==> src/common/aud_settings.svh <==
`ifndef AUD_SETTINGS_SVH
`define AUD_SETTINGS_SVH

// codec sample width
`define AUD_SAMPLE_W 16

// external SRAM word address width
`define AUD_ADDR_W 20

// BCLK cycles per LRCK half period
`define AUD_SLOT_BCLKS 32

`endif

==> src/common/aud_pkg.sv <==
package aud_pkg;

	// recorder/player controller state, also shown on the display
	typedef enum logic [2:0] {
		ST_STOP       = 3'd0,
		ST_RECD       = 3'd1,
		ST_RECD_PAUSE = 3'd2,
		ST_PLAY       = 3'd3,
		ST_PLAY_PAUSE = 3'd4
	} ctrl_state_e;

	// playback speed modes
	typedef enum logic [1:0] {
		// one stored word per frame
		PM_NORMAL     = 2'd0,
		// skip ahead by the speed factor
		PM_FAST       = 2'd1,
		// repeat each word for speed factor frames
		PM_SLOW_CONST = 2'd2,
		// interpolate between neighbouring words
		PM_SLOW_LIN   = 2'd3
	} play_mode_e;

endpackage

==> src/aud_i2s/aud_recorder.sv <==
`timescale 1ns/1ns
`include "aud_settings.svh"

module aud_recorder #(
	parameter int P_MEM_WORDS = 1 << `AUD_ADDR_W
) (
	input  logic                     i_AUD_BCLK,
	input  logic                     i_rst_n,
	input  logic                     i_aud_adclrck,
	input  logic                     i_aud_adcdat,
	input  logic                     i_rec_en,
	input  logic                     i_rec_clear,
	output logic                     o_wr_stb,
	output logic [`AUD_ADDR_W-1:0]   o_wr_addr,
	output logic [`AUD_SAMPLE_W-1:0] o_wr_data,
	output logic [`AUD_ADDR_W:0]     o_rec_len,
	output logic                     o_rec_full
);

	localparam int CNT_W = $clog2(`AUD_SLOT_BCLKS + 1);
	localparam logic [CNT_W-1:0] SLOT_END = CNT_W'(`AUD_SLOT_BCLKS);
	localparam logic [CNT_W-1:0] LSB_CNT = CNT_W'(`AUD_SAMPLE_W);
	localparam logic [`AUD_ADDR_W:0] MEM_WORDS = (`AUD_ADDR_W+1)'(P_MEM_WORDS);
	localparam logic [`AUD_ADDR_W:0] MEM_LAST = (`AUD_ADDR_W+1)'(P_MEM_WORDS - 1);

	logic                     lrc_q;
	logic                     lrc_fall;
	logic [CNT_W-1:0]         bit_cnt;
	logic                     bit_slot;
	logic                     mem_full;
	logic [`AUD_SAMPLE_W-1:0] shift_q;
	logic [`AUD_ADDR_W:0]     word_cnt;

	// left slot starts when LRCK goes low
	assign lrc_fall = lrc_q & ~i_aud_adclrck;
	// bit_cnt 1 is the slot after the one-bit I2S delay
	assign bit_slot = (bit_cnt != '0) && (bit_cnt <= LSB_CNT);
	assign mem_full = word_cnt >= MEM_WORDS;

	assign o_wr_addr = word_cnt[`AUD_ADDR_W-1:0];
	assign o_wr_data = shift_q;
	assign o_rec_len = word_cnt;

	// sample bits, stable from the LSB until the next frame
	always_ff @(posedge i_AUD_BCLK) begin
		if (bit_slot) begin
			shift_q <= {shift_q[`AUD_SAMPLE_W-2:0], i_aud_adcdat};
		end
	end

	always_ff @(posedge i_AUD_BCLK or posedge i_rst_n) begin
		if (i_rst_n) begin
			lrc_q      <= 1'b0;
			bit_cnt    <= '0;
			o_wr_stb   <= 1'b0;
			o_rec_full <= 1'b0;
			word_cnt   <= '0;
		end else begin
			lrc_q <= i_aud_adclrck;

			// counts the left half, then parks until the next fall
			if (lrc_fall) begin
				bit_cnt <= CNT_W'(1);
			end else if ((bit_cnt != '0) && (bit_cnt != SLOT_END)) begin
				bit_cnt <= bit_cnt + 1'b1;
			end

			// strobe follows the LSB sample by one cycle
			o_wr_stb <= (bit_cnt == LSB_CNT) && i_rec_en && !mem_full;

			o_rec_full <= o_wr_stb && (word_cnt == MEM_LAST);

			if (i_rec_clear) begin
				word_cnt <= '0;
			end else if (o_wr_stb) begin
				word_cnt <= word_cnt + 1'b1;
			end
		end
	end

endmodule

==> src/aud_i2s/aud_player.sv <==
`timescale 1ns/1ns
`include "aud_settings.svh"

module aud_player (
	input  logic                     i_AUD_BCLK,
	input  logic                     i_rst_n,
	input  logic                     i_aud_daclrck,
	input  logic                     i_play_en,
	input  logic [`AUD_SAMPLE_W-1:0] i_dac_data,
	output logic                     o_aud_dacdat
);

	localparam int CNT_W = $clog2(`AUD_SLOT_BCLKS + 1);
	localparam logic [CNT_W-1:0] SLOT_END = CNT_W'(`AUD_SLOT_BCLKS);
	localparam logic [CNT_W-1:0] LSB_CNT = CNT_W'(`AUD_SAMPLE_W);

	logic                     lrc_q;
	logic                     lrc_fall;
	logic [CNT_W-1:0]         bit_cnt;
	logic                     bit_slot;
	logic [`AUD_SAMPLE_W-1:0] shift_q;

	assign lrc_fall = lrc_q & ~i_aud_daclrck;
	assign bit_slot = (bit_cnt != '0) && (bit_cnt <= LSB_CNT);

	always_ff @(posedge i_AUD_BCLK or posedge i_rst_n) begin
		if (i_rst_n) begin
			lrc_q        <= 1'b0;
			bit_cnt      <= '0;
			shift_q      <= '0;
			o_aud_dacdat <= 1'b0;
		end else begin
			lrc_q <= i_aud_daclrck;

			if (lrc_fall) begin
				// a disabled frame is sent as silence
				bit_cnt      <= CNT_W'(1);
				shift_q      <= i_play_en ? i_dac_data : '0;
				o_aud_dacdat <= 1'b0;
			end else begin
				if ((bit_cnt != '0) && (bit_cnt != SLOT_END)) begin
					bit_cnt <= bit_cnt + 1'b1;
				end

				// MSB first, one bit per BCLK
				if (bit_slot) begin
					o_aud_dacdat <= shift_q[`AUD_SAMPLE_W-1];
					shift_q      <= {shift_q[`AUD_SAMPLE_W-2:0], 1'b0};
				end else begin
					o_aud_dacdat <= 1'b0;
				end
			end
		end
	end

endmodule

==> src/aud_dsp/aud_dsp.sv <==
`timescale 1ns/1ns
`include "aud_settings.svh"

module aud_dsp (
	input  logic                     i_AUD_BCLK,
	input  logic                     i_rst_n,
	input  logic                     i_aud_daclrck,
	input  logic                     i_play_start,
	input  logic                     i_play_en,
	input  aud_pkg::play_mode_e      i_mode,
	input  logic [2:0]               i_speed,
	input  logic [`AUD_ADDR_W:0]     i_rec_len,
	input  logic [`AUD_SAMPLE_W-1:0] i_sram_dq,
	output logic [`AUD_ADDR_W-1:0]   o_rd_addr,
	output logic [`AUD_SAMPLE_W-1:0] o_dac_data,
	output logic                     o_play_done
);

	typedef enum logic [1:0] {
		FS_IDLE = 2'd0,
		FS_RD0  = 2'd1,
		FS_RD1  = 2'd2,
		FS_CALC = 2'd3
	} fetch_state_e;

	fetch_state_e                    fs_q;
	logic                            lrc_q;
	logic                            lrc_fall;
	logic                            start_q;
	logic                            at_end;
	logic [`AUD_ADDR_W:0]            pos_q;
	logic [`AUD_ADDR_W:0]            pos_next1;
	logic [2:0]                      k_q;
	logic [3:0]                      n_fac;
	logic [`AUD_SAMPLE_W-1:0]        w0_q;
	logic [`AUD_SAMPLE_W-1:0]        w1_q;
	logic [`AUD_SAMPLE_W-1:0]        lin_val;
	logic signed [`AUD_SAMPLE_W:0]   diff;
	logic signed [`AUD_SAMPLE_W+3:0] prod;
	logic signed [`AUD_SAMPLE_W+3:0] quot;

	assign lrc_fall  = lrc_q & ~i_aud_daclrck;
	// speed factor N runs 1 to 8
	assign n_fac     = {1'b0, i_speed} + 4'd1;
	assign pos_next1 = pos_q + 1'b1;
	assign at_end    = pos_q >= i_rec_len;

	// w0 + (w1 - w0) * k / N, division truncates toward zero
	assign diff    = $signed({w1_q[`AUD_SAMPLE_W-1], w1_q}) - $signed({w0_q[`AUD_SAMPLE_W-1], w0_q});
	assign prod    = diff * $signed({1'b0, k_q});
	assign quot    = prod / $signed({1'b0, n_fac});
	assign lin_val = w0_q + quot[`AUD_SAMPLE_W-1:0];

	always_ff @(posedge i_AUD_BCLK or posedge i_rst_n) begin
		if (i_rst_n) begin
			fs_q        <= FS_IDLE;
			lrc_q       <= 1'b0;
			start_q     <= 1'b0;
			pos_q       <= '0;
			k_q         <= '0;
			o_rd_addr   <= '0;
			o_play_done <= 1'b0;
		end else begin
			lrc_q   <= i_aud_daclrck;
			start_q <= i_play_start;

			// empty recording ends right after start, otherwise at the
			// first frame that finds the read position past the end
			o_play_done <= i_play_en && !o_play_done &&
				((start_q && (i_rec_len == '0)) || ((fs_q == FS_IDLE) && lrc_fall && at_end));

			if (i_play_start) begin
				fs_q  <= FS_IDLE;
				pos_q <= '0;
				k_q   <= '0;
			end else begin
				case (fs_q)
					FS_IDLE: begin
						if (lrc_fall && i_play_en && !at_end) begin
							o_rd_addr <= pos_q[`AUD_ADDR_W-1:0];
							fs_q      <= FS_RD0;
						end
					end
					FS_RD0: begin
						if (i_mode == aud_pkg::PM_SLOW_LIN) begin
							// last word pairs with itself
							o_rd_addr <= (pos_next1 < i_rec_len) ? pos_next1[`AUD_ADDR_W-1:0]
								: pos_q[`AUD_ADDR_W-1:0];
							fs_q      <= FS_RD1;
						end else begin
							fs_q <= FS_CALC;
						end
					end
					FS_RD1: begin
						fs_q <= FS_CALC;
					end
					default: begin
						fs_q <= FS_IDLE;
						case (i_mode)
							aud_pkg::PM_NORMAL: pos_q <= pos_next1;
							aud_pkg::PM_FAST:   pos_q <= pos_q + n_fac;
							default: begin
								// slow modes stay on one word for N frames
								if (k_q == i_speed) begin
									k_q   <= '0;
									pos_q <= pos_next1;
								end else begin
									k_q <= k_q + 1'b1;
								end
							end
						endcase
					end
				endcase
			end
		end
	end

	// SRAM data is valid in the cycle its address is driven
	always_ff @(posedge i_AUD_BCLK) begin
		if (fs_q == FS_RD0) begin
			w0_q <= i_sram_dq;
		end
		if (fs_q == FS_RD1) begin
			w1_q <= i_sram_dq;
		end
		if (i_play_start) begin
			o_dac_data <= '0;
		end else if (fs_q == FS_CALC) begin
			o_dac_data <= (i_mode == aud_pkg::PM_SLOW_LIN) ? lin_val : w0_q;
		end
	end

endmodule

==> src/aud_ctrl.sv <==
`timescale 1ns/1ns
`include "aud_settings.svh"

module aud_ctrl (
	input  logic                     i_AUD_BCLK,
	input  logic                     i_rst_n,
	input  logic                     i_key_rec,
	input  logic                     i_key_play,
	input  logic                     i_key_stop,
	input  aud_pkg::play_mode_e      i_mode_sel,
	input  logic [2:0]               i_speed,
	input  logic                     i_wr_stb,
	input  logic [`AUD_ADDR_W-1:0]   i_wr_addr,
	input  logic [`AUD_SAMPLE_W-1:0] i_wr_data,
	input  logic                     i_rec_full,
	input  logic [`AUD_ADDR_W-1:0]   i_rd_addr,
	input  logic                     i_play_done,
	output aud_pkg::ctrl_state_e     o_mode,
	output logic                     o_rec_en,
	output logic                     o_rec_clear,
	output logic                     o_play_start,
	output logic                     o_play_en,
	output aud_pkg::play_mode_e      o_play_mode,
	output logic [2:0]               o_play_speed,
	output logic [`AUD_ADDR_W-1:0]   o_sram_addr,
	output logic [`AUD_SAMPLE_W-1:0] o_sram_dq,
	output logic                     o_sram_we_n
);

	aud_pkg::ctrl_state_e state_q;
	aud_pkg::ctrl_state_e state_d;
	logic [2:0]           key_q;
	logic [2:0]           key_qq;
	logic                 press_rec;
	logic                 press_play;
	logic                 press_stop;
	logic                 start_rec;
	logic                 start_play;
	logic                 wr_sel;

	// press = key seen high for the first time
	assign press_rec  = key_q[0] & ~key_qq[0];
	assign press_play = key_q[1] & ~key_qq[1];
	assign press_stop = key_q[2] & ~key_qq[2];

	assign start_rec  = (state_q == aud_pkg::ST_STOP) && (state_d == aud_pkg::ST_RECD);
	assign start_play = (state_q == aud_pkg::ST_STOP) && (state_d == aud_pkg::ST_PLAY);

	always_comb begin
		state_d = state_q;
		case (state_q)
			aud_pkg::ST_STOP: begin
				if (press_rec) begin
					state_d = aud_pkg::ST_RECD;
				end else if (press_play) begin
					state_d = aud_pkg::ST_PLAY;
				end
			end
			aud_pkg::ST_RECD: begin
				if (press_stop || i_rec_full) begin
					state_d = aud_pkg::ST_STOP;
				end else if (press_rec) begin
					state_d = aud_pkg::ST_RECD_PAUSE;
				end
			end
			aud_pkg::ST_RECD_PAUSE: begin
				if (press_stop) begin
					state_d = aud_pkg::ST_STOP;
				end else if (press_rec) begin
					state_d = aud_pkg::ST_RECD;
				end
			end
			aud_pkg::ST_PLAY: begin
				if (press_stop || i_play_done) begin
					state_d = aud_pkg::ST_STOP;
				end else if (press_play) begin
					state_d = aud_pkg::ST_PLAY_PAUSE;
				end
			end
			aud_pkg::ST_PLAY_PAUSE: begin
				if (press_stop) begin
					state_d = aud_pkg::ST_STOP;
				end else if (press_play) begin
					state_d = aud_pkg::ST_PLAY;
				end
			end
			default: state_d = aud_pkg::ST_STOP;
		endcase
	end

	always_ff @(posedge i_AUD_BCLK or posedge i_rst_n) begin
		if (i_rst_n) begin
			state_q      <= aud_pkg::ST_STOP;
			key_q        <= '0;
			key_qq       <= '0;
			o_rec_clear  <= 1'b0;
			o_play_start <= 1'b0;
			o_play_mode  <= aud_pkg::PM_NORMAL;
			o_play_speed <= '0;
		end else begin
			key_q        <= {i_key_stop, i_key_play, i_key_rec};
			key_qq       <= key_q;
			state_q      <= state_d;
			o_rec_clear  <= start_rec;
			o_play_start <= start_play;
			// mode and speed hold for the whole playback
			if (start_play) begin
				o_play_mode  <= i_mode_sel;
				o_play_speed <= i_speed;
			end
		end
	end

	assign o_mode    = state_q;
	assign o_rec_en  = state_q == aud_pkg::ST_RECD;
	assign o_play_en = state_q == aud_pkg::ST_PLAY;

	// SRAM port belongs to the recorder only for its write strobe
	assign wr_sel      = o_rec_en && i_wr_stb;
	assign o_sram_we_n = ~wr_sel;
	assign o_sram_addr = wr_sel ? i_wr_addr : i_rd_addr;
	assign o_sram_dq   = i_wr_data;

endmodule

==> src/aud_top.sv <==
`timescale 1ns/1ns
`include "aud_settings.svh"

module aud_top #(
	parameter int P_MEM_WORDS = 1 << `AUD_ADDR_W
) (
	input  logic                     i_AUD_BCLK,
	input  logic                     i_rst_n,
	input  logic                     i_key_rec,
	input  logic                     i_key_play,
	input  logic                     i_key_stop,
	input  aud_pkg::play_mode_e      i_mode_sel,
	input  logic [2:0]               i_speed,
	input  logic                     i_aud_adclrck,
	input  logic                     i_aud_adcdat,
	input  logic                     i_aud_daclrck,
	input  logic [`AUD_SAMPLE_W-1:0] i_sram_dq,
	output logic                     o_aud_dacdat,
	output logic [`AUD_ADDR_W-1:0]   o_sram_addr,
	output logic [`AUD_SAMPLE_W-1:0] o_sram_dq,
	output logic                     o_sram_we_n,
	output aud_pkg::ctrl_state_e     o_mode
);

	// controller to recorder
	logic                     rec_en;
	logic                     rec_clear;
	logic                     wr_stb;
	logic [`AUD_ADDR_W-1:0]   wr_addr;
	logic [`AUD_SAMPLE_W-1:0] wr_data;
	logic [`AUD_ADDR_W:0]     rec_len;
	logic                     rec_full;

	// controller to DSP and player
	logic                     play_start;
	logic                     play_en;
	aud_pkg::play_mode_e      play_mode;
	logic [2:0]               play_speed;
	logic [`AUD_ADDR_W-1:0]   rd_addr;
	logic [`AUD_SAMPLE_W-1:0] dac_data;
	logic                     play_done;

	aud_ctrl ctrl_i (
		.i_AUD_BCLK   (i_AUD_BCLK),
		.i_rst_n      (i_rst_n),
		.i_key_rec    (i_key_rec),
		.i_key_play   (i_key_play),
		.i_key_stop   (i_key_stop),
		.i_mode_sel   (i_mode_sel),
		.i_speed      (i_speed),
		.i_wr_stb     (wr_stb),
		.i_wr_addr    (wr_addr),
		.i_wr_data    (wr_data),
		.i_rec_full   (rec_full),
		.i_rd_addr    (rd_addr),
		.i_play_done  (play_done),
		.o_mode       (o_mode),
		.o_rec_en     (rec_en),
		.o_rec_clear  (rec_clear),
		.o_play_start (play_start),
		.o_play_en    (play_en),
		.o_play_mode  (play_mode),
		.o_play_speed (play_speed),
		.o_sram_addr  (o_sram_addr),
		.o_sram_dq    (o_sram_dq),
		.o_sram_we_n  (o_sram_we_n)
	);

	aud_recorder #(
		.P_MEM_WORDS (P_MEM_WORDS)
	) recorder_i (
		.i_AUD_BCLK    (i_AUD_BCLK),
		.i_rst_n       (i_rst_n),
		.i_aud_adclrck (i_aud_adclrck),
		.i_aud_adcdat  (i_aud_adcdat),
		.i_rec_en      (rec_en),
		.i_rec_clear   (rec_clear),
		.o_wr_stb      (wr_stb),
		.o_wr_addr     (wr_addr),
		.o_wr_data     (wr_data),
		.o_rec_len     (rec_len),
		.o_rec_full    (rec_full)
	);

	aud_dsp dsp_i (
		.i_AUD_BCLK    (i_AUD_BCLK),
		.i_rst_n       (i_rst_n),
		.i_aud_daclrck (i_aud_daclrck),
		.i_play_start  (play_start),
		.i_play_en     (play_en),
		.i_mode        (play_mode),
		.i_speed       (play_speed),
		.i_rec_len     (rec_len),
		.i_sram_dq     (i_sram_dq),
		.o_rd_addr     (rd_addr),
		.o_dac_data    (dac_data),
		.o_play_done   (play_done)
	);

	aud_player player_i (
		.i_AUD_BCLK    (i_AUD_BCLK),
		.i_rst_n       (i_rst_n),
		.i_aud_daclrck (i_aud_daclrck),
		.i_play_en     (play_en),
		.i_dac_data    (dac_data),
		.o_aud_dacdat  (o_aud_dacdat)
	);

endmodule

==> config.mk <==
export PLATFORM = sky130hd
export DESIGN_NAME = aud_top
export DESIGN_NICKNAME = d
export VERILOG_FILES = /design/src/common/aud_pkg.sv /design/src/aud_i2s/aud_recorder.sv /design/src/aud_i2s/aud_player.sv /design/src/aud_dsp/aud_dsp.sv /design/src/aud_ctrl.sv /design/src/aud_top.sv
export VERILOG_INCLUDE_DIRS = /design/src /design/src/common
export SDC_FILE = /design/constraint.sdc
export NUM_CORES = 1
export LEC_CHECK = 0
export BUFFER_PORTS_ARGS = -buffer_cell sky130_fd_sc_hd__buf_2
export CAP_MARGIN = 20
export CORE_MARGIN = 2
export CORE_UTILIZATION = 55
export DETAILED_ROUTE_END_ITERATION = 8
export PLACE_DENSITY = 0.81
export SYNTH_ARGS = -nofsm -noshare
export SYNTH_HDL_FRONTEND = slang
export SYNTH_SLANG_ARGS = --single-unit
==> constraint.sdc <==
create_clock -name i_AUD_BCLK -period 48.9 [get_ports i_AUD_BCLK]
set_clock_uncertainty 0.15 [all_clocks]
set_input_delay 9.78 -clock i_AUD_BCLK [delete_from_list [all_inputs] [get_ports i_AUD_BCLK]]
set_output_delay 9.78 -clock i_AUD_BCLK [all_outputs]
set_load 0.01 [all_outputs]
==> flow_metrics.py <==
metrics = {
    "place": {
        "gp_congestion": 0.988,
        "place_hpwl_mm": 46.7,
        "portBuffers": 69,
        "place_inst": 3157,
        "post-place-ws_ns": -1.67,
    },
    "synth": {
        "ys_types": 118,
        "yosys-top-cells-area": "dfrtp_1, ha_1, edfxtp_1, xnor2_1, nor2_1",
        "synth_ff_type": "dfrtp_1",
        "yosysWarnings": 0,
        "yosys_register_bits": 182,
        "synth_edf_count": 48,
        "synth_top_area_cell": "dfrtp_1",
        "yosysSeqAreaShare_pct": 22.3,
        "syn_area_per_cell_sq_um": 8.06,
        "synth_top_area_share_pct": 14.0,
        "synth_nets": 2873,
        "ys_async_sr_fraction_pct": 64.8,
        "syn_inst": 2620,
        "synth_area_sq_um": 21100,
    },
    "die": {
        "initial_core_util_pct": 55.9,
        "die_y_um": 200,
        "fp.dieW_um": 200,
        "core_area_sq_um": 37800,
        "io_pins": 70,
        "die_area_sq_um": 40000,
        "row_count": 71,
    },
    "finish": {
        "layout.nets": 2977,
        "final_cell_mix": "nor2_1, nand2_1, ha_1, inv_1, a21oi_1",
        "area_growth_syn_to_layout_pct": 12.7,
        "drive_above_1_share_pct": 15.6,
        "final_cells": 3251,
        "final_common_cell": "nor2_1",
    },
    "setup_path": {
        "worstPathMaxFanout": 9,
        "slowest_stage": "fa_1",
        "endpoint_kind": "flop",
        "cpPeakStageDelay_ns": 0.54,
        "cp.required_ns": 49.10,
        "path_class": "flop to flop",
        "arrival_ns": 47.04,
        "crit_top_cell": "ha_1",
        "reg2reg_slack_ns": 2.06,
        "worstSetupStartpointType": "flop",
    },
    "sta": {
        "setup_viol": 0,
        "relSlewSlack_pct": 26.7,
        "worst_slack_ns": 2.06,
        "worstMarginPinSlew_ns": 1.10,
        "hold_violations": 0,
        "slew_viol_final": 0,
        "fin_tns_setup_ns": 0,
        "post-route-period-util_pct": 95.8,
        "layout_min_cycle_time_ns": 46.84,
        "max_clock_freq_mhz": 21.3,
    },
    "clock_network": {
        "cts_tree": "done",
        "cts_buffers": 17,
        "cts_buffer_depth": 2,
        "clkSinkCount": 182,
        "cts-htree-levels": 4,
        "clkSlewWorstSetupHoldPaths_ns": 0.07,
        "clk_latency_ns": 0.44,
        "root_buffer": "clkbuf_16",
    },
    "grt": {
        "grt_pass1_vias": 19500,
        "grt_max_degree": 61,
        "grt_use_total_pct": 29.8,
        "gr-total-overflow": 0,
        "grt_pass1_wl_mm": 96.9,
        "antenna_found_initial": 6,
    },
    "run": {
        "maxCapViolCount": 0,
    },
    "routing": {
        "wl_per_cell_um": 18.9,
        "vias": 20700,
        "drt-total-wl_mm": 61.6,
        "viasPerCell": 6.36,
        "drtAntennaViolNets": 0,
        "drt_iter0_drc": 1695,
        "drc": 0,
        "drtPass1Iterations": 6,
    },
    "worst_hold_path": {
        "hp-class": "flop to flop",
    },
    "status": {
        "outcome": "finished clean",
    },
}
## worst max-delay path, delay by kind of cell (launching register included)
family | cells | cell delay (ns)
DFF | 1 | 0.42
buffers and inverters | 11 | 1.29
adders and majority gates | 26 | 7.98
muxes | 6 | 1.67
and+or+nand+nor | 79 | 14.83
AOI/OAI and AO/OA | 116 | 20.01
xor gates and xnor gates | 2 | 0.36
## path summary, 6_finish.rpt
| path | from | to | cells after the start |
|---|---|---|---|
| setup / recovery | dsp_i.w1_q[1] | dsp_i.o_dac_data[15] | 240 |
| hold / removal | ctrl_i.key_q[2] | ctrl_i.key_qq[2] | 0 |
| setup reg to reg | dsp_i.w1_q[1] | dsp_i.o_dac_data[15] | 240 |
| hold reg to reg | ctrl_i.key_q[2] | ctrl_i.key_qq[2] | 0 |
| max in group asynchronous | i_rst_n | ctrl_i.o_play_speed[0] | 3 |
| min in group asynchronous | i_rst_n | player_i.bit_cnt[3] | 2 |
## state kept, by name, summed over array words and instances, names as in the netlist, 16 cells and up
name and flops:
recorder_i.o_rec_len 21, dsp_i.w1_q 16, player_i.shift_q 16, recorder_i.o_wr_data 16, dsp_i.w0_q 16, dsp_i.pos_q 21
dsp_i.o_dac_data 16, dsp_i.o_rd_addr 20
## per-layer routing
layer | up-vias | global-route usage, % | share of wire [%]
met3 | 190 | 3.65 | 7.0
met1 | 9874 | 38.7 | 42
met5 | - | 0 | 0.065
li1 | 9765 | - | -
met2 | 854 | 50.1 | 47
met4 | 6 | 12.9 | 4.3
## synthesized netlist by cell type (8+ instances only)
master	n
nor2_1	253
nand2_1	230
ha_1	204
a21oi_1	160
inv_1	151
o21ai_0	142
xnor2_1	124
dfrtp_1	118
nor3_1	95
xor2_1	81
nand3_1	71
clkbuf_1	67
a21o_1	57
nand4_1	51
o21a_1	49
edfxtp_1	48
and2_1	46
nor2b_1	44
nand2b_1	39
mux2_2	38
or3_1	37
and3_1	36
o211ai_1	32
mux2i_1	23
nor4_1	22
a211oi_1	21
a31oi_1	20
fa_1	20
o21ai_1	18
dfxtp_1	16
or2_2	15
o31ai_1	13
o21bai_1	12
a211o_1	11
and4_1	11
buf_2	10
o2111ai_1	10
buf_4	8
## through the flow
stage	utilization, %	instance area, sq um	hold slack, ns
floorplan	-	21100	0.197
global placement	58.5	22100	0.210
detailed placement	58.6	22100	0.213
CTS	60.6	22900	0.230
global route	63.0	23800	0.247
finish	63.0	23800	0.237
## what timing repair did
| item | CTS | global route |
|---|---|---|
| hold buffers | 0 | 0 |
| buffers inserted | 6 | 51 |
| endpoints found under the setup margin | 8 | 16 |
| resized for setup | 14 | 125 |
| pin swaps | 2 | 52 |
## cell type report
cell class	instances	area, sq um
Antenna cell	3	7.51
Tap cell	511	639
Fill cell	3097	14000
Multi-Input combinational cell	2195	16000
Sequential cell	182	4710
Clock buffer	22	528
Inverter	151	569
Clock inverter	10	115
Timing Repair Buffer	177	1210
## cell families (layout without fill, tap and decap cells)
group | Yosys count | count (layout) | synth area share (%)
AO/OA/AOI/OAI | 690 | 690 | 22.9
buffers and inverters | 243 | 360 | 4.56
other | 0 | 3 | 0
multiplexers | 64 | 64 | 3.30
adder cells (fa/ha/maj) | 225 | 225 | 14.0
flip-flops | 182 | 182 | 22.3
AND/OR/NAND/NOR | 1010 | 1010 | 24.3
XOR/XNOR | 206 | 206 | 8.58
Power is not shown: default switching activity piles up to over one toggle a cycle in this logic, so the estimate is an artifact.
